`config.mk`:
```
export PLATFORM = sky130hd
export DESIGN_NAME = lsu_decode
export DESIGN_NICKNAME = d
export VERILOG_FILES = /design/src/logic/lsu_pkg.sv /design/src/logic/lsu_decode.sv
export SDC_FILE = /design/constraint.sdc
export NUM_CORES = 1
export LEC_CHECK = 0
export BUFFER_PORTS_ARGS = -buffer_cell sky130_fd_sc_hd__buf_4
export CAP_MARGIN = 20
export CORE_MARGIN = 2
export CORE_UTILIZATION = 33
export DETAILED_ROUTE_END_ITERATION = 8
export GPL_TIMING_DRIVEN = 0
export PLACE_DENSITY = 0.95
export REMOVE_ABC_BUFFERS = 1
export SLEW_MARGIN = 20
export SYNTH_ARGS = -nofsm -noshare
export SYNTH_HDL_FRONTEND = slang
export SYNTH_SLANG_ARGS = --single-unit
```
`constraint.sdc`:
```
create_clock -name vclk -period 1.75
set_input_delay 0.0875 -clock vclk [all_inputs]
set_output_delay 0.0875 -clock vclk [all_outputs]
set_load 0.01 [all_outputs]
```
`src/logic/lsu_pkg.sv`:
```
package lsu_pkg;

    // default bus widths, data stays at 32 bits (four byte lanes)
    localparam int ADDR_WIDTH_DEF = 32;
    localparam int DATA_WIDTH_DEF = 32;
    // one enable bit per byte lane
    localparam int BE_WIDTH       = DATA_WIDTH_DEF / 8;

    // access size as seen on the core side
    // 2'b11 is not a legal size and is treated as misaligned
    typedef enum logic [1:0] {
        BYTE = 2'b00,
        HALF = 2'b01,
        WORD = 2'b10
    } lsu_size_e;

    // decoded request, built by lsu_decode and latched by obi_master
    typedef struct packed {
        // word aligned address, low two bits always zero
        logic [ADDR_WIDTH_DEF-1:0] addr;
        // store when set, load otherwise
        logic                      we;
        // lanes touched by the access
        logic [BE_WIDTH-1:0]       be;
        // store data already moved into its lanes
        logic [DATA_WIDTH_DEF-1:0] wdata;
        // size and extension kind, needed again for load formatting
        lsu_size_e                 size;
        logic                      is_unsigned;
        // byte offset inside the word
        logic [1:0]                offset;
        // access crosses its natural boundary, never reaches the bus
        logic                      misaligned;
    } lsu_req_t;

endpackage

```
`src/logic/lsu_decode.sv`:
```
`timescale 1ns/1ps

module lsu_decode import lsu_pkg::*; #(
    parameter int ADDR_WIDTH = ADDR_WIDTH_DEF
) (
    input  logic [ADDR_WIDTH-1:0] core_addr_i,
    input  logic                  core_we_i,
    input  lsu_size_e             core_size_i,
    input  logic                  core_unsigned_i,
    input  logic [31:0]           core_wdata_i,
    output lsu_req_t              dec_req_o
);

    // byte offset inside the addressed word
    logic [1:0]          offset;
    logic [BE_WIDTH-1:0] be;
    logic                misaligned;

    assign offset = core_addr_i[1:0];

    // lane selection and alignment check
    always_comb begin
        be         = '0;
        misaligned = 1'b0;
        unique case (core_size_i)
            BYTE: begin
                // any offset is fine for a single byte
                be = 4'b0001 << offset;
            end
            HALF: begin
                // lower or upper half of the word
                be = 4'b0011 << {offset[1], 1'b0};
                // odd offset would split the halfword
                misaligned = offset[0];
            end
            WORD: begin
                be = 4'b1111;
                misaligned = (offset != 2'b00);
            end
            default: begin
                // unused size code, reject it like a misaligned access
                be = '0;
                misaligned = 1'b1;
            end
        endcase
    end

    // pack the decoded request
    always_comb begin
        // bus always sees a word address
        dec_req_o.addr        = ADDR_WIDTH_DEF'({core_addr_i[ADDR_WIDTH-1:2], 2'b00});
        dec_req_o.we          = core_we_i;
        dec_req_o.be          = be;
        // store data moves up by the offset so the low bytes land in the selected lanes
        dec_req_o.wdata       = core_wdata_i << {offset, 3'b000};
        dec_req_o.size        = core_size_i;
        dec_req_o.is_unsigned = core_unsigned_i;
        dec_req_o.offset      = offset;
        dec_req_o.misaligned  = misaligned;
    end

endmodule

```
* Word-level counts from Yosys, hierarchy flattened
Index checks and enable logic that the tools add are counted.
W data, S select, Z words.
** Cells by class
- Eq/ne operators :: 2
- Shift operators :: 3
- Multiplexer cells :: 2
- Reductions and logical operators :: 2
** Operators by type and width (number)
- $shl A32 B5 Y32 :: 1
- $pmux W4 S3 :: 1
- $shl A1 B2 Y4 const A :: 1
- $shl A2 B2 Y4 const A :: 1
- $pmux W1 S3 :: 1
- $eq A2 B1 Y1 const B :: 1
- $eq A2 B2 Y1 const B :: 1
- $logic_not A2 Y1 :: 1
- $reduce_bool A2 Y1 :: 1
** Word-level totals
- Register bits :: 0
- Bits of input ports :: 68
- Word-level logic and storage cells :: 9

* Longest topological paths before layout
- Depth in word-level cells :: 2
- Gate-level depth with buffers :: 5
- Mapped depth without buffers :: 3

* Worst setup path after synthesis
OpenSTA, ideal clock, no wires.
- Path type :: input to output
- Start point :: input port core_addr_i[1]
- End point :: output port dec_req_o[0] (netlist bit)
- Data arrival time :: 0.735 ns
- Setup slack :: 0.928 ns
- Stages :: 5
- Buffers on the path :: 3
- Path through :: buf_2 buf_4 nor3_1 nor2_1 buf_4
** Between the ends
- Word-level cells in the longest chain between the ends :: 2
** Ends and longest elaborated chain
- from (decl) :: line lsu_decode.sv:6 : input logic [ADDR_WIDTH-1:0] core_addr_i,
- $reduce_bool A2 Y1 :: line lsu_decode.sv:38 : misaligned = (offset != 2'b00);
- $pmux W1 S3 :: line lsu_decode.sv:25 : unique case (core_size_i)
- to (decl) :: line lsu_decode.sv:11 : output lsu_req_t dec_req_o
Every way passes these cells.

==> reports/metrics.cfg <==
[run_status]
status=finished, final reports clean

[route]
first_pass_iters=4
wl_per_cell_um=20.64
vias_per_cell=5.157
postRouteAntennaNets=0
routed_wl_um=4067
drc=0
drt_iter0_drc=38
vias=1016

[setup_path]
worstPathArrival_ns=1.38
cp_max_fo=39
cp-start-kind=input pin
path_class=input pin to primary output
crit_path_end_kind=primary output
cp-startpoint=core_addr_i[1]
critPathCapture=dec_req_o[23]
worstPathRequired_ns=1.66

[floorplan]
core_area_sq_um=2710
fp-row-count=19
die_w_um=57.15
die_y_um=57.15
io_pins=143
die_area_sq_um=3266
start_util_pct=34.40

[sta]
report.final.slew_viol_count=0
tightest_slew_ns=0.6579
fin_crit_ns=1.467
setup-violations-final=0
finalHoldViolCount=0
period_share_pct=83.85
rsz0062_at_grt=false
fmax_ghz=0.6815
setup_tns_ns=0
max_slew_margin_pct=56.05

[logic_synthesis]
synth_top_family_by_area=buffers and inverters
synth-xor-area-share_pct=0
synth_cells=138
synth_compound_area_share_pct=18.79
syn_area_per_cell_sq_um=6.755
syn_area_sq_um=932.1
yosys.cell_types.count=19
muxShareOfSynthArea_pct=19.33
yosys.area_share.adder_pct=0
ys_seq_area_share_pct=0
synth_simple_gate_area_share_pct=20.13
yosysWarnings=0

[clock_tree]
cts_resized=0
cts_setup_buffers=0
hold_buffers=0

[pwr]
power_density_nw_per_um2=288.0
p_leak_nw=0.6142
vdd_drop_max_mv=0.2213

[global_routing]
grt_first_pass_wirelength_um=5354
first_global_vias=879
track_usage_pct=22.92
antenna_found_initial=0
grt_start_max_net_pins=41
grt_overflow=0

[placement]
port_buffers=77
gp_congestion=0.7787
postPlaceCellArea_sq_um=1171
hpwl_um=3510

[final_layout]
areaGrowthSynthToFinish_pct=25.64
fin_area_sq_um=1171
fin_nets=236
regArea_sq_um=0
diodes=0
nClkBuffers=0
mostFrequentLayoutCell=buf_4
layout_common_cells=77 x buf_4, 18 x mux2i_1, 13 x a21oi_1
drive_gt1_share_pct=46.99
n_sequential_cell=0

[hold_path]
min_path_type=input pin to primary output

[run]
cap_violations=0

cell type report:
cell class	count	area, sq um
Fill cell	292	1539
Inverter	1	3.754
Multi-Input combinational cell	88	550.5
Tap cell	31	38.79
Timing Repair Buffer	77	578.1
power breakdown:
group | internal, mW | switching (mW)
Sequential | 0 | 0
Combinational | 0.181 | 0.156
Clock | 0 | 0
Yosys cell counts:
cell	count	area share, %
conb_1	1	0.40
nand2b_1	1	0.67
clkbuf_1	1	0.40
a21oi_1	13	7.0
buf_12	1	2.1
buf_4	40	32
buf_1	1	0.40
nand2_1	8	3.2
buf_2	4	2.1
nor2b_1	9	6.0
and2_1	8	5.4
nor3_1	1	0.54
mux2i_1	18	19
inv_1	1	0.40
a211oi_1	8	6.4
nor2_2	1	0.67
buf_6	3	3.6
o21ai_1	10	5.4
nor2_1	9	3.6
worst min-delay path by stage:
stage                    end  slack (ns)  depth (start not counted)       startpoint
2_1_floorplan   dec_req_o[1]        0.18                          0   core_addr_i[0]
3_3_place_gp   dec_req_o[46]        0.18                          0   core_addr_i[3]
3_5_place_dp   dec_req_o[46]        0.18                          0   core_addr_i[3]
4_1_cts        dec_req_o[46]        0.18                          0   core_addr_i[3]
5_1_grt        dec_req_o[53]        0.18                          0  core_addr_i[10]
6_report       dec_req_o[46]        0.18                          0   core_addr_i[3]
critical path: stages:
cell and delay (ns):
buf_4 0.32, nor2b_1 0.60, nand2_1 0.12, o21ai_1 0.10, buf_4 0.14
cells by family (layout without fill, tap and decap cells):
kind of cell	after synthesis	count (layout)
multiplexers	18	18
buffers and inverters	51	78
other	1	2
AND/OR/NAND/NOR	37	37
AO/OA/AOI/OAI	31	31
routing by layer:
layer  global-route usage [%]  routed length, um  vias to the layer above
li1                         -                  -                      480
met3                    16.55                715                       10
met2                    36.29               1839                       94
met4                    9.635                206                        0
met5                        0                  0                        -
met1                    23.08               1305                      432
through the flow:
step,setup slack (ns),utilization (%),std cells,power [mW],hold slack [ns]
detailed placement,0.2539,43.21,197,0.3387,0.1751
global placement,0.2709,43.21,197,0.3325,0.1751
floorplan,1.026,-,89,0.1236,0.1750
global route,0.07610,43.21,197,0.3659,0.1751
CTS,0.2455,43.21,197,0.3396,0.1751
finish,0.2826,43.21,197,0.3373,0.1751
(Power assumes the default switching activity.)
