--- config.mk ---
export PLATFORM = sky130hd
export DESIGN_NAME = obi_master_flat
export DESIGN_NICKNAME = d
export VERILOG_FILES = /design/src/logic/lsu_pkg.sv /design/src/logic/obi_bus_if.sv /design/src/logic/obi_master.sv /design/src/flat_wrapper.sv
export SDC_FILE = /design/constraint.sdc
export NUM_CORES = 1
export LEC_CHECK = 0
export BUFFER_PORTS_ARGS = -buffer_cell sky130_fd_sc_hd__buf_2
export CORE_AREA = 3 3 113 115
export DETAILED_ROUTE_END_ITERATION = 8
export DIE_AREA = 0 0 116 118
export GPL_TIMING_DRIVEN = 1
export PLACE_DENSITY = 0.68
export SLEW_MARGIN = 20
export SYNTH_ARGS = -nofsm -noshare
export SYNTH_HDL_FRONTEND = slang
export SYNTH_SLANG_ARGS = --single-unit
--- constraint.sdc ---
create_clock -name clk -period 2.2 [get_ports clk]
set_clock_uncertainty 0.15 [all_clocks]
set_input_delay 0.22 -clock clk [delete_from_list [all_inputs] [get_ports clk]]
set_output_delay 0.22 -clock clk [all_outputs]
set_load 0.02 [all_outputs]
--- src/logic/lsu_pkg.sv ---
package lsu_pkg;

    // default bus widths, data stays at 32 bits (four byte lanes)
    localparam int ADDR_WIDTH_DEF = 32;
    localparam int DATA_WIDTH_DEF = 32;
    // one enable bit per byte lane
    localparam int BE_WIDTH       = DATA_WIDTH_DEF / 8;

    // access size as seen on the core side
    // 2'b11 is not a legal size and is treated as misaligned
    typedef enum logic [1:0] {
        BYTE = 2'b00,
        HALF = 2'b01,
        WORD = 2'b10
    } lsu_size_e;

    // decoded request, built by lsu_decode and latched by obi_master
    typedef struct packed {
        // word aligned address, low two bits always zero
        logic [ADDR_WIDTH_DEF-1:0] addr;
        // store when set, load otherwise
        logic                      we;
        // lanes touched by the access
        logic [BE_WIDTH-1:0]       be;
        // store data already moved into its lanes
        logic [DATA_WIDTH_DEF-1:0] wdata;
        // size and extension kind, needed again for load formatting
        lsu_size_e                 size;
        logic                      is_unsigned;
        // byte offset inside the word
        logic [1:0]                offset;
        // access crosses its natural boundary, never reaches the bus
        logic                      misaligned;
    } lsu_req_t;

endpackage

--- src/logic/obi_bus_if.sv ---
`timescale 1ns/1ps

interface obi_bus_if import lsu_pkg::*; #(
    parameter int ADDR_WIDTH = ADDR_WIDTH_DEF
);

    // address phase, held by the master until req and gnt meet on an edge
    logic                      req;
    logic                      gnt;
    logic [ADDR_WIDTH-1:0]     addr;
    logic                      we;
    logic [BE_WIDTH-1:0]       be;
    logic [DATA_WIDTH_DEF-1:0] wdata;

    // response phase, rvalid is a single cycle pulse
    // rdata and err only mean something while rvalid is high
    logic [DATA_WIDTH_DEF-1:0] rdata;
    logic                      rvalid;
    logic                      err;

    // lsu side of the bus
    modport master (
        output req, addr, we, be, wdata,
        input  gnt, rdata, rvalid, err
    );

    // memory side of the bus
    modport slave (
        input  req, addr, we, be, wdata,
        output gnt, rdata, rvalid, err
    );

endinterface

--- src/logic/obi_master.sv ---
`timescale 1ns/1ps

module obi_master import lsu_pkg::*; #(
    parameter int ADDR_WIDTH = ADDR_WIDTH_DEF
) (
    input  logic        clk,
    input  logic        rst_n,
    input  logic        core_valid_i,
    output logic        core_ready_o,
    input  lsu_req_t    dec_req_i,
    obi_bus_if.master   bus,
    output logic        rsp_strobe_o,
    output logic [31:0] rsp_rdata_o,
    output logic        rsp_err_o,
    output lsu_req_t    rsp_req_o
);

    typedef enum logic [1:0] {
        IDLE,
        REQUESTING,
        WAITING,
        DUMPING
    } obi_state_e;

    obi_state_e  state;
    lsu_req_t    req_q;
    logic [31:0] rdata_q;
    logic        err_q;
    logic        accept;

    // one transaction at a time, so only idle takes a new request
    assign core_ready_o = (state == IDLE);
    assign accept       = core_valid_i && core_ready_o;

    // state and bus request
    always_ff @(posedge clk) begin
        if (!rst_n) begin
            state   <= IDLE;
            bus.req <= 1'b0;
        end else begin
            unique case (state)
                IDLE: begin
                    if (accept) begin
                        // misaligned access answers locally, no bus cycle
                        if (dec_req_i.misaligned) begin
                            state <= DUMPING;
                        end else begin
                            state   <= REQUESTING;
                            bus.req <= 1'b1;
                        end
                    end
                end
                REQUESTING: begin
                    // address phase ends on the grant edge
                    if (bus.gnt) begin
                        state   <= WAITING;
                        bus.req <= 1'b0;
                    end
                end
                WAITING: begin
                    if (bus.rvalid) begin
                        state <= DUMPING;
                    end
                end
                DUMPING: begin
                    // strobe is up for this single cycle
                    state <= IDLE;
                end
                default: begin
                    state <= IDLE;
                end
            endcase
        end
    end

    // request fields and response capture
    always_ff @(posedge clk) begin
        if (accept) begin
            req_q     <= dec_req_i;
            bus.addr  <= ADDR_WIDTH'(dec_req_i.addr);
            bus.we    <= dec_req_i.we;
            bus.be    <= dec_req_i.be;
            bus.wdata <= dec_req_i.wdata;
            // preset for the local error path
            rdata_q   <= '0;
            err_q     <= dec_req_i.misaligned;
        end else if ((state == WAITING) && bus.rvalid) begin
            rdata_q <= bus.rdata;
            err_q   <= bus.err;
        end
    end

    assign rsp_strobe_o = (state == DUMPING);
    assign rsp_rdata_o  = rdata_q;
    assign rsp_err_o    = err_q;
    assign rsp_req_o    = req_q;

    // slave may stall, the address phase must not change meanwhile
    a_req_stable: assert property (@(posedge clk) disable iff (!rst_n)
        bus.req && !bus.gnt |=> bus.req && $stable(bus.addr) && $stable(bus.we)
            && $stable(bus.be) && $stable(bus.wdata));

    // a response with nothing outstanding means the slave lost track
    a_no_rvalid_idle: assert property (@(posedge clk) disable iff (!rst_n)
        (state == IDLE) |-> !bus.rvalid);

endmodule

--- src/flat_wrapper.sv ---
// flat-port wrapper written by rule: the top's interface ports become plain ports
module obi_master_flat import lsu_pkg::*;
#(
    parameter int ADDR_WIDTH = ADDR_WIDTH_DEF
)
  (clk, rst_n, core_valid_i, core_ready_o, dec_req_i, rsp_strobe_o, rsp_rdata_o, rsp_err_o, rsp_req_o, bus_req, bus_addr, bus_we, bus_be, bus_wdata, bus_gnt, bus_rdata, bus_rvalid, bus_err);
  obi_bus_if #(.ADDR_WIDTH(ADDR_WIDTH)) bus_i ();
  input  logic clk;
  input  logic rst_n;
  input  logic core_valid_i;
  output logic core_ready_o;
  input  lsu_req_t dec_req_i;
  output logic rsp_strobe_o;
  output logic [31:0] rsp_rdata_o;
  output logic rsp_err_o;
  output lsu_req_t rsp_req_o;
  output wire logic [$bits(bus_i.req)-1:0] bus_req;
  output wire logic [$bits(bus_i.addr)-1:0] bus_addr;
  output wire logic [$bits(bus_i.we)-1:0] bus_we;
  output wire logic [$bits(bus_i.be)-1:0] bus_be;
  output wire logic [$bits(bus_i.wdata)-1:0] bus_wdata;
  input wire logic [$bits(bus_i.gnt)-1:0] bus_gnt;
  input wire logic [$bits(bus_i.rdata)-1:0] bus_rdata;
  input wire logic [$bits(bus_i.rvalid)-1:0] bus_rvalid;
  input wire logic [$bits(bus_i.err)-1:0] bus_err;
  assign bus_req = bus_i.req;
  assign bus_addr = bus_i.addr;
  assign bus_we = bus_i.we;
  assign bus_be = bus_i.be;
  assign bus_wdata = bus_i.wdata;
  assign bus_i.gnt = bus_gnt;
  assign bus_i.rdata = bus_rdata;
  assign bus_i.rvalid = bus_rvalid;
  assign bus_i.err = bus_err;
  obi_master #(.ADDR_WIDTH(ADDR_WIDTH)) u_core (.clk(clk), .rst_n(rst_n), .core_valid_i(core_valid_i), .core_ready_o(core_ready_o), .dec_req_i(dec_req_i), .bus(bus_i), .rsp_strobe_o(rsp_strobe_o), .rsp_rdata_o(rsp_rdata_o), .rsp_err_o(rsp_err_o), .rsp_req_o(rsp_req_o));
endmodule
# Word level (Yosys, flattened, before mapping)
# Cells that the tools add are included.
# totals
register_bits	111
inputBits	113
out_inout_bits	180
elab_cells	37
# classes
n_eq_ne	7
n_mux	11
n_reduce_logical	7
# op_table
op	count
$mux W2	4
$ne A2 B2 Y1 const B	4
$pmux W2 S4	1
$mux W1	5
$eq A2 B2 Y1 const B	2
$reduce_and A4 Y1	1
$reduce_bool A2 Y1	2
$reduce_and A3 Y1	1
$eq A2 B1 Y1 const B	1
$logic_and A1 B1 Y1	2
$logic_not A2 Y1	1
$pmux W1 S2	1

# Longest topological paths before layout
# logic_depth
word_depth	4
ltp_mapped	7
mapped_depth_nobuf	5

# Worst setup path after synthesis
# OpenSTA, ideal clock, no wires.
# synth_timing
path_type	register to register
from	register u_core.state[0]
to	register u_core.bus.addr[0] (enable)
setup_time_ns	0.375
arrival_time_ns	1.319
t_required_ns	1.675
slack_ns	0.355
stages_incl_launch_ff	6
n_path_buf	2
period_less_slack_ns	1.845
path_cell_list	dfxtp_1 inv_1 ha_1 and2_1 buf_2 buf_6
# synth_between
elab_chain_len	2
# synth_rtl
item	line	source
start, declared	obi_master.sv:25	obi_state_e state;
start signal, assigned	obi_master.sv:38	state <= IDLE;
start signal, assigned	obi_master.sv:46	state <= DUMPING;
start signal, assigned	obi_master.sv:48	state <= REQUESTING;
$logic_not A2 Y1	obi_master.sv:32	assign core_ready_o = (state == IDLE);
$logic_and A1 B1 Y1	obi_master.sv:33	assign accept = core_valid_i && core_ready_o;
net u_core.accept	obi_master.sv:29	logic accept;
end, declared	obi_bus_if.sv:23	output req, addr, we, be, wdata,
# The timed path passes the listed nets, and every way through them passes these cells.
# A chain may end at the register's enable or synchronous reset.

# Final worst setup path
# layout_timing
from	register u_core.state[0]
to	register u_core.rdata_q[6], in the netlist u_core.rsp_rdata_o[6]
# layout_between
elab_chain_len	2
elab_cells_between_ends	4
cone_classes	eq/ne: 1; reduce/logical: 3
# layout_rtl
item	line	source
$eq A2 B2 Y1 / $logic_not A2 Y1 (equally long branches)	obi_master.sv:87, obi_master.sv:32	
$logic_and A1 B1 Y1 (on tied branches)	obi_master.sv:87, obi_master.sv:33	
end signal, assigned	obi_master.sv:88	rdata_q <= bus.rdata;
end, declared	obi_master.sv:27	logic [31:0] rdata_q;
# Several ways; a longest one is shown, not always the timed one.

==> results.sh <==
export IMPL_status="complete, no violations"
export IMPL_synthCells=315
export IMPL_cts_resized=0
export IMPL_cts_tree="yes"
export IMPL_p_int_w=0.00492
export IMPL_synthFlopType="edfxtp_1"
export IMPL_grt_pass1_wl_mm=20.1
export IMPL_numCtsBuffers=9
export IMPL_endpoint_kind="flop"
export IMPL_p_per_area_mw_per_mm2=1180
export IMPL_die_area_mm2=0.0137
export IMPL_first_iter_violations=216
export IMPL_numClockSinks=111
export IMPL_synth_top_area_share=0.537
export IMPL_globalplace_congestion=0.833
export IMPL_tightest_slew_ns=0.621
export IMPL_drv_cap=0
export IMPL_syn_nets=433
export IMPL_crit_path_start_kind="flop"
export IMPL_antenna_found_initial=1
export IMPL_area_growth_pct=58.3
export IMPL_clock_root_buffer="clkbuf_16"
export IMPL_synth_area_mm2=0.00425
export IMPL_io_buffer_count=292
export IMPL_grt_max_degree=59
export IMPL_power_share_clock=0.212
export IMPL_viasPerCell=4.45
export IMPL_ctsHoldBuffers=108
export IMPL_place_hpwl_mm=9.01
export IMPL_die_w_um=116
export IMPL_critPathMaxFanout=32
export IMPL_setup_tns_ns=0
export IMPL_drc=0
export IMPL_hold_viol_final=0
export IMPL_grt_pass1_vias=3749
export IMPL_synth_common_cells="76 x edfxtp_1, 69 x buf_4, 65 x nand2_1"
export IMPL_p_sw_frac=0.382
export IMPL_yosysUniqueCellTypes=21
export IMPL_hold_path_class="in -> reg"
export IMPL_clk_pin_slew_worst_paths_ns=0.07
export IMPL_leakage_nw=3.03
export IMPL_setup_worst_path_class="reg -> reg"
export IMPL_layout_min_cycle_time_ns=1.80
export IMPL_antenna_left=0
export IMPL_synthMostInstantiatedCell="edfxtp_1"
export IMPL_yosysTopAreaCell="edfxtp_1"
export IMPL_ys_seq_area_frac=0.701
export IMPL_slew_violations=0
export IMPL_setup_violations=0
export IMPL_synth_seq_cells=111
export IMPL_grt_setup_unrepaired="no"
export IMPL_p_comb_frac=0.385
export IMPL_grt_use_total=0.191
export IMPL_gr_total_overflow=0
export IMPL_post_route_period_util=0.816
export IMPL_cts_setup_buffers=0
export IMPL_die_height_um=118
export IMPL_core_area_mm2=0.0119
export IMPL_io_pins=293
export IMPL_hold_ws_ns=0.0322
export IMPL_final_nets=767
export IMPL_placed_cells=677
export IMPL_h_tree_depth=3
export IMPL_max_stage_delay_ns=0.57
export IMPL_yosysWarnings=0
export IMPL_slew_headroom=0.586
export IMPL_start_util=0.357
export IMPL_wire_per_inst_um=17.0
export IMPL_cts_buffer_depth=2
export IMPL_synth_edf_count=76
export IMPL_power_net_switching_w=0.00304
export IMPL_async_flop_share=0
export IMPL_slowest_stage="and2_2"
export IMPL_crit_chain="inv_1 > ha_1 > and2_2 > nand2_1 > a21oi_1"
export IMPL_wl_mm=13.7
export IMPL_crit_required_ns=2.32
export IMPL_synth_area_leaders="edfxtp_1 54%, dfxtp_1 16%, buf_4 12%, nand2_1 5.7%, a21oi_2 3.1%"
export IMPL_pwr_share_seq=0.403
export IMPL_vias=3565
export IMPL_drtPass1Iterations=6
export IMPL_max_vdd_ir_drop_mv=0.619
export IMPL_crit_arrival_ns=1.92
export IMPL_clk_latency_ns=0.34
export IMPL_stdcell_count=802
export IMPL_syn_mean_instance_area_um2=13.5
export IMPL_max_freq_ghz=0.557
export IMPL_fin_util=0.565
export IMPL_row_count=40
export IMPL_drive_above_1_share=0.495
area by class of cell:
class	count	area (um^2)
Antenna cell	1	2.50
Clock buffer	11	233
Clock inverter	5	72.6
Fill cell	962	5180
Inverter	4	15.0
Multi-Input combinational cell	120	654
Sequential cell	111	2980
Tap cell	147	184
Timing Repair Buffer	403	2590
state kept, by name, indices dropped and copies added (netlist names):
signal / cells
u_core.rsp_req_o: 43
u_core.bus.req: 1
u_core.bus.addr: 32
u_core.rsp_err_o: 1
u_core.rsp_rdata_o: 32
u_core.state: 2
through the flow:
| stage | instance area [um^2] | worst slack (ns) | power, W |
|---|---|---|---|
| 2_1_floorplan | 4250 | 0.355 | 0.00535 |
| 3_3_place_gp | 5340 | 0.167 | 0.00608 |
| 3_5_place_dp | 5340 | 0.0157 | 0.00615 |
| 4_1_cts | 6730 | 0.00904 | 0.00801 |
| 5_1_grt | 6730 | 0.248 | 0.00834 |
| 6_report | 6730 | 0.404 | 0.00795 |
per-layer routing:
metal | share of wire | vias to the layer above | global-route usage
li1 | - | 1671 | -
met1 | 0.35 | 1678 | 0.194
met2 | 0.51 | 187 | 0.339
met3 | 0.10 | 29 | 0.0704
met4 | 0.030 | 0 | 0.0935
met5 | 0 | - | 0
critical path: cells and delay by family, from the launching register on:
kind                     cells  cell delay [ns]
adder cells (fa/ha/maj)      1             0.21
AND/OR/NAND/NOR              2             0.73
flip-flops                   1             0.34
buffers and inverters        1             0.11
AO/OA/AOI/OAI                1             0.18
cell usage in the layout (no fill, tap or decap):
cell and n:
a21oi_1 17, a21oi_2 15, a22o_1 1, a311oi_1 2, a31o_1 1, a31oi_1 2, and2_2 1, and2_4 1
buf_12 2, buf_2 292, buf_4 1, bufinv_16 2, clkbuf_1 2, clkbuf_16 9, clkinv_1 2, clkinv_2 1
dfxtp_1 35, diode_2 1, dlygate4sd3_1 108, edfxtp_1 76, ha_1 5, inv_1 4, mux2_1 1, mux2i_1 1
nand2_1 65, nand2b_1 4, nand4_1 1, nor2_1 2, nor3b_1 1
power by group through the flow:
stage / registers (W) / clock network (W) / logic [W]
after detailed placement: 0.00323 / 0 / 0.00292
after global routing: 0.00327 / 0.00181 / 0.00325
after global placement: 0.00320 / 0 / 0.00288
after floorplan: 0.00391 / 0 / 0.00144
after CTS: 0.00319 / 0.00174 / 0.00308
final: 0.00320 / 0.00168 / 0.00307
logic make-up (layout without fill, tap and decap cells):
kind of cell             after synthesis  in the layout  synth area share
flip-flops                           111            111             0.701
buffers and inverters                 84            423             0.146
AND/OR/NAND/NOR                       75             75            0.0712
AO/OA/AOI/OAI                         38             38            0.0621
adder cells (fa/ha/maj)                5              5            0.0147
multiplexers                           2              2           0.00500
other                                  0              1                 0
worst paths after layout:
| kind | start | endpoint | slack (ns) | cells past startpoint |
|---|---|---|---|---|
| hold / removal | bus_err | u_core.rsp_err_o | 0.03 | 2 |
| setup / recovery | u_core.state[0] | u_core.rsp_rdata_o[6] | 0.40 | 5 |
| hold reg to reg | u_core.rsp_rdata_o[20] | u_core.rsp_rdata_o[20] | 0.31 | 2 |
| setup reg to reg | u_core.state[0] | u_core.rsp_rdata_o[6] | 0.40 | 5 |
(Power assumes the default switching activity.)
