File: config.mk
export PLATFORM = sky130hd
export DESIGN_NAME = lsu_result
export DESIGN_NICKNAME = d
export VERILOG_FILES = /design/src/logic/lsu_pkg.sv /design/src/logic/lsu_result.sv
export SDC_FILE = /design/constraint.sdc
export NUM_CORES = 1
export LEC_CHECK = 0
export ABC_AREA = 0
export BUFFER_PORTS_ARGS = -buffer_cell sky130_fd_sc_hd__buf_2
export CORE_MARGIN = 4
export CORE_UTILIZATION = 42
export CTS_BUF_LIST = sky130_fd_sc_hd__clkbuf_16
export CTS_CLUSTER_DIAMETER = 120
export DETAILED_ROUTE_END_ITERATION = 8
export PLACE_DENSITY = 0.84
export SYNTH_ARGS = -nofsm -noshare
export SYNTH_HDL_FRONTEND = slang
export SYNTH_SLANG_ARGS = --single-unit
File: constraint.sdc
create_clock -name clk -period 1.59 [get_ports clk]
set_input_delay 0.0795 -clock clk [delete_from_list [all_inputs] [get_ports clk]]
set_output_delay 0.0795 -clock clk [all_outputs]
set_load 0.005 [all_outputs]
File: src/logic/lsu_pkg.sv
package lsu_pkg;

    // default bus widths, data stays at 32 bits (four byte lanes)
    localparam int ADDR_WIDTH_DEF = 32;
    localparam int DATA_WIDTH_DEF = 32;
    // one enable bit per byte lane
    localparam int BE_WIDTH       = DATA_WIDTH_DEF / 8;

    // access size as seen on the core side
    // 2'b11 is not a legal size and is treated as misaligned
    typedef enum logic [1:0] {
        BYTE = 2'b00,
        HALF = 2'b01,
        WORD = 2'b10
    } lsu_size_e;

    // decoded request, built by lsu_decode and latched by obi_master
    typedef struct packed {
        // word aligned address, low two bits always zero
        logic [ADDR_WIDTH_DEF-1:0] addr;
        // store when set, load otherwise
        logic                      we;
        // lanes touched by the access
        logic [BE_WIDTH-1:0]       be;
        // store data already moved into its lanes
        logic [DATA_WIDTH_DEF-1:0] wdata;
        // size and extension kind, needed again for load formatting
        lsu_size_e                 size;
        logic                      is_unsigned;
        // byte offset inside the word
        logic [1:0]                offset;
        // access crosses its natural boundary, never reaches the bus
        logic                      misaligned;
    } lsu_req_t;

endpackage

File: src/logic/lsu_result.sv
`timescale 1ns/1ps

module lsu_result import lsu_pkg::*; (
    input  logic        clk,
    input  logic        rst_n,
    input  logic        rsp_strobe_i,
    input  logic [31:0] rsp_rdata_i,
    input  logic        rsp_err_i,
    input  lsu_req_t    rsp_req_i,
    output logic        resp_valid_o,
    output logic [31:0] resp_rdata_o,
    output logic        resp_err_o
);

    logic [31:0] shifted;
    logic [31:0] load_data;

    // bring the addressed byte or halfword down to bit 0
    assign shifted = rsp_rdata_i >> {rsp_req_i.offset, 3'b000};

    // extension by size
    always_comb begin
        unique case (rsp_req_i.size)
            BYTE: begin
                if (rsp_req_i.is_unsigned) begin
                    load_data = {24'b0, shifted[7:0]};
                end else begin
                    load_data = {{24{shifted[7]}}, shifted[7:0]};
                end
            end
            HALF: begin
                if (rsp_req_i.is_unsigned) begin
                    load_data = {16'b0, shifted[15:0]};
                end else begin
                    load_data = {{16{shifted[15]}}, shifted[15:0]};
                end
            end
            WORD: begin
                load_data = shifted;
            end
            default: begin
                load_data = '0;
            end
        endcase
    end

    // control, the pulse follows the strobe by one cycle
    always_ff @(posedge clk) begin
        if (!rst_n) begin
            resp_valid_o <= 1'b0;
            resp_err_o   <= 1'b0;
        end else begin
            resp_valid_o <= rsp_strobe_i;
            resp_err_o   <= rsp_strobe_i && rsp_err_i;
        end
    end

    // data, stores and errors give zero
    always_ff @(posedge clk) begin
        if (rsp_strobe_i) begin
            resp_rdata_o <= (rsp_req_i.we || rsp_err_i) ? '0 : load_data;
        end
    end

    // master spends one cycle in dumping, so the pulse never stretches
    a_single_pulse: assert property (@(posedge clk) disable iff (!rst_n)
        resp_valid_o |=> !resp_valid_o);

endmodule

After elaboration in Yosys (flattened, before gate mapping)
Index checks and enable logic that the tools add are counted.
{"block": "classes", "eq_ne": 2, "shifts": 1, "n_mux": 3, "reduce_logical": 3}
{"operator": "$pmux W32 S3", "count": 1}
{"operator": "$mux W32", "count": 2}
{"operator": "$shr A32 B5 Y32", "count": 1}
{"operator": "$eq A2 B1 Y1 const B", "count": 1}
{"operator": "$eq A2 B2 Y1 const B", "count": 1}
{"operator": "$logic_not A2 Y1", "count": 1}
{"operator": "$logic_and A1 B1 Y1", "count": 1}
{"operator": "$logic_or A1 B1 Y1", "count": 1}
{"block": "totals", "regBits": 34, "in_bits": 111, "output_inout_bits": 34, "elab_cells": 12}

Depth between registers and ports, before layout
Gate-level depths: netlist (run 1).
{"block": "depth", "word_depth": 3, "ltp_mapped": 6, "mapped_depth_nobuf": 3}

Least setup slack after synthesis (run 1)
Ideal clock, no wire load.
{"block": "synth_timing", "path_kind": "input port to flip-flop", "start": "input port rsp_req_i[2] (netlist bit)", "end": "register resp_rdata_o[16] (data pin)", "setup_ns": 0.272, "t_arrival_ns": 1.029, "slack_ns": 0.290, "cell_stages": 5, "cell_sequence": "buf_6 -> mux2_4 -> a22oi_4 -> buf_4 -> a211oi_1"}
{"block": "synth_via", "elab_chain_cells": 3, "word_cells_on_any_way": 4}
{"element": "from (decl)", "line_no": "lsu_result.sv:9", "text": "input lsu_req_t rsp_req_i,"}
{"element": "$shr A32 B5 Y32 (*)", "line_no": "lsu_result.sv:19", "text": "assign shifted = rsp_rdata_i >> {rsp_req_i.offset, 3'b000};"}
{"element": "$mux W32, on equally long branches", "line_no": "lsu_result.sv:32, lsu_result.sv:25"}
{"element": "$pmux W32 S3 (*)", "line_no": "lsu_result.sv:23", "text": "unique case (rsp_req_i.size)"}
{"element": "to (signal assigned)", "line_no": "lsu_result.sv:61", "text": "resp_rdata_o <= (rsp_req_i.we || rsp_err_i) ? '0 : load_data;"}
{"element": "to (decl)", "line_no": "lsu_result.sv:11", "text": "output logic [31:0] resp_rdata_o,"}
Every way passes the cells marked *; elsewhere a longest branch is shown, timed or not.
A chain may end at the register's enable or synchronous reset.

Worst setup path in the final report (run 1)
{"block": "layout_timing", "start": "input port rsp_req_i[2] (netlist bit)", "end": "register resp_rdata_o[13] (data pin)"}
Same word-level chain as after synthesis.

==> key figures, run 1 <==
Timing
  • Setup TNS after final layout: 0 ns
  • RSZ-0062 raised after global routing: false
  • Final critical-path required period: 1.25 ns
  • Final number of hold-violating endpoints: 0
  • Slew Limit Headroom: 61.4%
  • Setup-violating endpoint count in the final report: 0
  • Max Fclk: 802 MHz
  • Crit share post-route: 78.4%
  • Number of pins with negative max-slew slack in the final report: 0
  • Worst-margin pin slew: 0.579 ns

Placed design
  • Last weighted congestion value of the routability-driven placer: 0.828
  • Half-perimeter wire length of the detailed placement result: 3760 um
  • Cell area after placement: 0.00257 mm^2
  • Input/output buffers: 75

Synth
  • Post-synth top area cell: sky130_fd_sc_hd__edfxtp_1
  • Synth warnings: 0
  • Sequential share of the synthesized area: 47.2%
  • EDFF count, synth: 32
  • Proportion of netlist area held by the largest area contributor: 45.3%
  • Number of distinct library cells after synthesis: 33
  • Top flip-flop cell by instance count after synthesis: sky130_fd_sc_hd__edfxtp_1
  • Post-Syn Area per Cell: 12.1 um^2
  • Cell types occupying the most area after synthesis: sky130_fd_sc_hd__edfxtp_1 (45%), sky130_fd_sc_hd__a211oi_1 (8.1%), sky130_fd_sc_hd__a22oi_1 (5.7%)
  • Gate count of the mapped netlist: 175
  • Cell area after synthesis: 0.00212 mm^2
  • Async set-reset flop share out of synthesis: 0%
  • Synthesized Nets: 286
  • Number of flip-flops and latches in the synthesized netlist: 34

Power
  • Net switching fraction of the power: 24.9%
  • Total power density per cell area: 889 mW/mm^2
  • Net Sw Power: 0.000602 W
  • Leakage: 1.04 nW
  • Maximum VDD drop: 491 uV
  • Power Internal: 0.00181 W
  • Fraction of power consumed by the clock network: 37.8%
  • Sequential share of power: 43.7%
  • Logic gate share of total power: 18.5%

GRT
  • Congestion Overflow GR: 0
  • First-pass GRT wire length: 8070 um
  • Antenna violations before repair: 0
  • Vias in the first global route: 1,691
  • Total Routing Usage GR: 17.1%
  • Maximum number of pins on one net before global-route repair: 35

Die
  • Boundary pin count: 145
  • Die extent in y: 79.0 um
  • Area enclosed by the die boundary: 0.00625 mm^2
  • Die extent in x: 79.0 um
  • Area of the core: 0.00482 mm^2
  • Core Rows: 25
  • Effective utilization at floorplan: 44.0%

Setup path
  • Worst Setup End Kind: register
  • Biggest fanout along the worst timing path: 8
  • Type of the worst setup path: in2reg
  • Number of gates on the worst path with buffers counted: 4
  • Timing endpoint of the critical path: resp_rdata_o[13]
  • Largest stage delay on the critical path: 0.54 ns
  • Critical path, cell by cell: buf_2 > mux4_2 > nand4b_1 > o21ai_0
  • Startpoint type of the worst setup path: input port
  • WP buf/inv: 1
  • Arrival time of data at the critical path endpoint: 1.25 ns
  • Slowest library cell on the worst path: sky130_fd_sc_hd__mux4_2
  • Data required, critical path: 1.59 ns
  • Category of cells accounting for the largest share of critical-path delay: multiplexers
  • Timing startpoint of the critical path: rsp_req_i[2]

Route
  • Iteration-0 DRC Markers: 106
  • Vias per cell: 5.45
  • Routed len/inst: 16.1 um
  • 1st-pass router iterations: 4
  • Routed vias: 1,732
  • Aggregate routed wire length: 5120 um
  • Antenna violation net count after detailed routing: 0
  • Number of remaining DRC errors: 0

Hold path
  • Hold crit path type: in2reg
  • Hold-critical path depth: 2

Flow run
  • Number of violations of the max-capacitance limit: 0

Layout
  • Area delta synth->final: 28.0%
  • FILL cells: 439
  • Diodes inserted: 0
  • Final core utilization: 56.3%
  • Total Nets Final: 361
  • Ratio of cells with drive above 1 in the final layout: 45.8%
  • Final design area excluding fillers: 0.00271 mm^2

Clock network
  • Post-CTS clock slew at the launch and capture registers of the worst setup and hold paths: 0.05 ns
  • Maximum clock insertion buffer count: 2
  • TritonCTS clock tree: done
  • H-tree depth: 2
  • Total of cells resized after clock tree synthesis: 0
  • Total of hold buffers inserted after clock tree synthesis: 0
  • Number of sinks on the clock net: 34
  • Cts bufs inserted: 5
  • Buffers inserted during post-CTS setup optimization: 0
  • Root Buffer: sky130_fd_sc_hd__clkbuf_16

Outcome
  • Run status: completed
## cell type report
cell class	instances	area, um^2	share of cell area, %
clock buffers	5	125	4.61
multi-input cells	123	998	36.8
clock inverters	3	12.5	0.461
flip-flops and latches	34	1000	36.9
well taps	67	83.8	3.09
inverters	1	3.75	0.138
repair buffers	85	488	18.0
## stage by stage
stage	total power [W]	hold slack [ns]	setup slack (ns)	std cells
4_1_cts	0.00242	0.0281	0.344	318
2_1_floorplan	0.00133	0.192	0.290	175
3_3_place_gp	0.00151	0.299	0.108	310
5_1_grt	0.00251	0.0292	0.236	318
3_5_place_dp	0.00152	0.311	0.0548	310
6_report	0.00241	0.0315	0.343	318
## worst min-delay path by stage
stage                     slack [ns]          from              end
after floorplan                 0.19  rsp_strobe_i  resp_rdata_o[0]
after global placement          0.30         rst_n     resp_valid_o
after detailed placement        0.31         rst_n     resp_valid_o
after CTS                       0.03         rst_n     resp_valid_o
after global routing            0.03         rst_n     resp_valid_o
final                           0.03         rst_n     resp_valid_o
## synthesized netlist by cell type, drive strengths merged, types with 3 or more instances
cell	n
nor2b	8
a21oi	16
a211oi	31
o21ai	7
and2	3
mux2i	7
a2bb2oi	7
edfxtp	32
nor2	3
mux2	10
nand2	3
buf	13
a22oi	17
clkbuf	4
## power by group through the flow
stage	Sequential [W]	Clock [W]	Combinational (W)
final	0.00105	0.000912	0.000446
after detailed placement	0.00107	0	0.000444
after global placement	0.00107	0	0.000435
after floorplan	0.00108	0	0.000244
after global routing	0.00106	0.000965	0.000488
after CTS	0.00105	0.000920	0.000448
## layer usage
layer	part of all wire, %	up-vias	routed length (um)	track usage, %
li1	-	859	-	-
met1	39	788	2000	18.8
met2	49	71	2500	28.5
met3	8.6	14	439	5.90
met4	3.4	0	176	9.97
met5	0	-	0	0
## logic make-up after synthesis
family                 Yosys count  synth area share [%]
AO/OA/AOI/OAI                   79                  28.3
XOR/XNOR                         2                 0.827
buffers and inverters           18                  5.67
flip-flops                      34                  47.2
multiplexers                    18                  9.86
AND/OR/NAND/NOR                 24                  8.15
## cells in the final DEF, fill, tap and decap left out, drive strengths merged
cell     Yosys  final
and3         1      1
and2b        1      1
nand4        1      1
clkinv       0      2
a21oi       16     16
dfxtp        2      2
mux2i        7      7
edfxtp      32     32
nor2b        8      8
mux2        10     10
o2111ai      1      1
a211oi      31     31
a2bb2oi      7      7
and2         3      3
inv          1      2
buf         13     85
mux4         1      1
nand2        3      3
nor2         3      3
o21ai        7      7
nand4b       1      1
nand3        1      1
a22oi       17     17
nor4b        1      1
nor3b        1      1
clkbuf       4      5
xor2         2      2
## registers in the layout, summed over array words and instances (netlist names)
name          cells
resp_err_o        1
resp_rdata_o     32
resp_valid_o      1
(Power assumes the default switching activity.)
==> inputs of run 2 (changes only) <==
==> constraint.sdc (replaced) <==
create_clock -name clk -period 1.26 [get_ports clk]
set_input_delay 0.063 -clock clk [delete_from_list [all_inputs] [get_ports clk]]
set_output_delay 0.063 -clock clk [all_outputs]
set_load 0.005 [all_outputs]
==> run 2 against run 1 <==
Net effect: cell area rose by 7.1%; count of clock-buffer cells in the layout did not move; hold slack worse by 0.025 ns; sequential power increased by 27%; non-clock buffer count rose by 18; largest cell class is now multi-input gates.
==> key figures, run 2 (synthesis results as in run 1) <==
Flow run
  • Number of violations of the max-capacitance limit: 0 (unchanged)

Clock network
  • Buffers inserted during post-CTS setup optimization: 0 (unchanged)
  • TritonCTS clock tree: done
  • Maximum clock insertion buffer count: 2 (unchanged)
  • Cts bufs inserted: 5 (unchanged)
  • H-tree depth: 2 (unchanged)
  • Number of sinks on the clock net: 34 (unchanged)
  • Root Buffer: sky130_fd_sc_hd__clkbuf_16
  • Total of hold buffers inserted after clock tree synthesis: 0 (unchanged)
  • Total of cells resized after clock tree synthesis: 0 (unchanged)
  • Post-CTS clock slew at the launch and capture registers of the worst setup and hold paths: 0.05 ns (about the same)

GRT
  • Antenna violations before repair: 0 (unchanged)
  • First-pass GRT wire length: 8900 um (+10%)
  • Congestion Overflow GR: 0 (unchanged)
  • Total Routing Usage GR: 18.5% (+1.4 points)
  • Maximum number of pins on one net before global-route repair: 27 (-23%)
  • Vias in the first global route: 1,887 (+12%)

Route
  • 1st-pass router iterations: 5 (+1)
  • Aggregate routed wire length: 5600 um (+9.3%)
  • Routed len/inst: 16.7 um (+3.5%)
  • Antenna violation net count after detailed routing: 0 (unchanged)
  • Iteration-0 DRC Markers: 218 (+110%)
  • Routed vias: 1,892 (+9.2%)
  • Vias per cell: 5.63 (+3.4%)
  • Number of remaining DRC errors: 0 (unchanged)

Placed design
  • Half-perimeter wire length of the detailed placement result: 4210 um (+12%)
  • Last weighted congestion value of the routability-driven placer: 0.853 (+3.0%)
  • Pre-CTS worst setup slack: -0.157 ns (-0.211 ns)
  • Input/output buffers: 75 (unchanged)
  • Cell area after placement: 0.00276 mm^2 (+7.3%)

Power
  • Total power density per cell area: 1080 mW/mm^2 (+22%)
  • Leakage: 1.14 nW (+9.8%)
  • Maximum VDD drop: 447 uV (-9.1%)

Layout
  • Diodes inserted: 0 (unchanged)
  • Largest register by flop count: resp_rdata_o
  • Area delta synth->final: 37.1%
  • Largest regs: resp_rdata_o: 32 flops, resp_err_o: 1 flops, resp_valid_o: 1 flops
  • Max reg flops: 32 (unchanged)
  • FILL cells: 396 (-9.8%)
  • Final core utilization: 60.3% (+4.0 points)
  • Combined flip-flop and latch cell area: 0.00100 mm^2 (unchanged)
  • Commonest cells after routing, fill and taps aside: sky130_fd_sc_hd__buf_2 (75), sky130_fd_sc_hd__edfxtp_1 (32), sky130_fd_sc_hd__a211oi_1 (23)
  • Area of combinational cells with multiple inputs: 0.00100 mm^2 (+0.38%)
  • Final design area excluding fillers: 0.00291 mm^2 (+7.1%)
  • Total Nets Final: 379 (+5.0%)
  • Ratio of cells with drive above 1 in the final layout: 49.8% (+4.0 points)
  • Leading cell type in the layout, fill and taps excluded: sky130_fd_sc_hd__buf_2

Setup path
  • Critical path, cell by cell: buf_2 > buf_12 > buf_4 > nor2b_1 > a2bb2oi_1 > o21ai_0
  • Data required, critical path: 1.37 ns (-0.22 ns)
  • Arrival time of data at the critical path endpoint: 1.25 ns (about the same)
  • Worst Setup End Kind: register
  • Startpoint type of the worst setup path: input port
  • Biggest fanout along the worst timing path: 9 (+1)
  • Type of the worst setup path: in2reg
  • Largest stage delay on the critical path: 0.39 ns (-0.15 ns)
  • Slowest library cell on the worst path: sky130_fd_sc_hd__nor2b_1
  • Timing startpoint of the critical path: rsp_req_i[1]

Hold path
  • Min-Delay Startpoint: rst_n
  • WHS Endpoint: resp_valid_o
  • Hold-critical path depth: 2 (unchanged)
  • Hold crit path type: in2reg

Die
  • Core Rows: 25 (unchanged)
  • Area enclosed by the die boundary: 0.00625 mm^2 (unchanged)
  • Die extent in y: 79.0 um (unchanged)
  • Die extent in x: 79.0 um (unchanged)
  • Effective utilization at floorplan: 44.0% (unchanged)
  • Area of the core: 0.00482 mm^2 (unchanged)
  • Boundary pin count: 145 (unchanged)

Timing
  • Final number of hold-violating endpoints: 0 (unchanged)
  • Max Fclk: 878 MHz
  • Crit share post-route: 90.4%
  • Minimum hold slack: 0.00609 ns (-0.0254 ns)
  • Slew Limit Headroom: 69.9% (+8.5 points)
  • Setup TNS after final layout: 0 ns (unchanged)
  • Final critical-path required period: 1.14 ns
  • Slack of the critical path: 0.121 ns (-0.222 ns)
  • Worst-margin pin slew: 0.450 ns (-0.128 ns)
  • Number of pins with negative max-slew slack in the final report: 0 (unchanged)
  • RSZ-0062 raised after global routing: false
  • Setup-violating endpoint count in the final report: 0 (unchanged)

Outcome
  • Run status: completed
[run 2: where the power goes]
group	total (W)	internal (W)	switching (W)	leakage [nW]
Sequential	0.00133	0.00131	0.0000174	0.321
Combinational	0.000637	0.000312	0.000325	0.755
Clock	0.00118	0.000720	0.000458	0.0672
[run 2: metal layers]
metal	wire (um)	up-vias	global-route usage [%]
met5	0	-	0
met4	129	0	8.25
met3	392	12	4.76
met2	2880	85	32.2
met1	2200	900	21.2
li1	-	895	-
[run 2: worst max-delay path, delay by kind of cell]
kind | cells | cell delay, ns
and+or+nand+nor | 1 | 0.39
AOI/OAI and AO/OA | 2 | 0.34
buffers and inverters | 3 | 0.45
[run 2: stage by stage]
stage,total power [W],cells
detailed placement,0.00199,328
floorplan,0.00168,175
CTS,0.00318,336
finish,0.00315,336
global route,0.00328,336
global placement,0.00197,328
[run 2: area by class of cell]
class	instances	area share (%)
flip-flops and latches	34	34.5
inverters	1	0.129
clock buffers	5	4.31
well taps	67	2.89
multi-input cells	123	34.5
repair buffers	103	23.2
clock inverters	3	0.560
[run 2: worst max path at each step]
stage	endpoint	slack, ns	cells after the start
2_1_floorplan	resp_rdata_o[16]	0.007	5
3_3_place_gp	resp_rdata_o[24]	-0.09	6
3_5_place_dp	resp_rdata_o[14]	-0.16	4
4_1_cts	resp_rdata_o[14]	0.14	4
5_1_grt	resp_rdata_o[11]	0.04	6
6_report	resp_rdata_o[14]	0.12	6
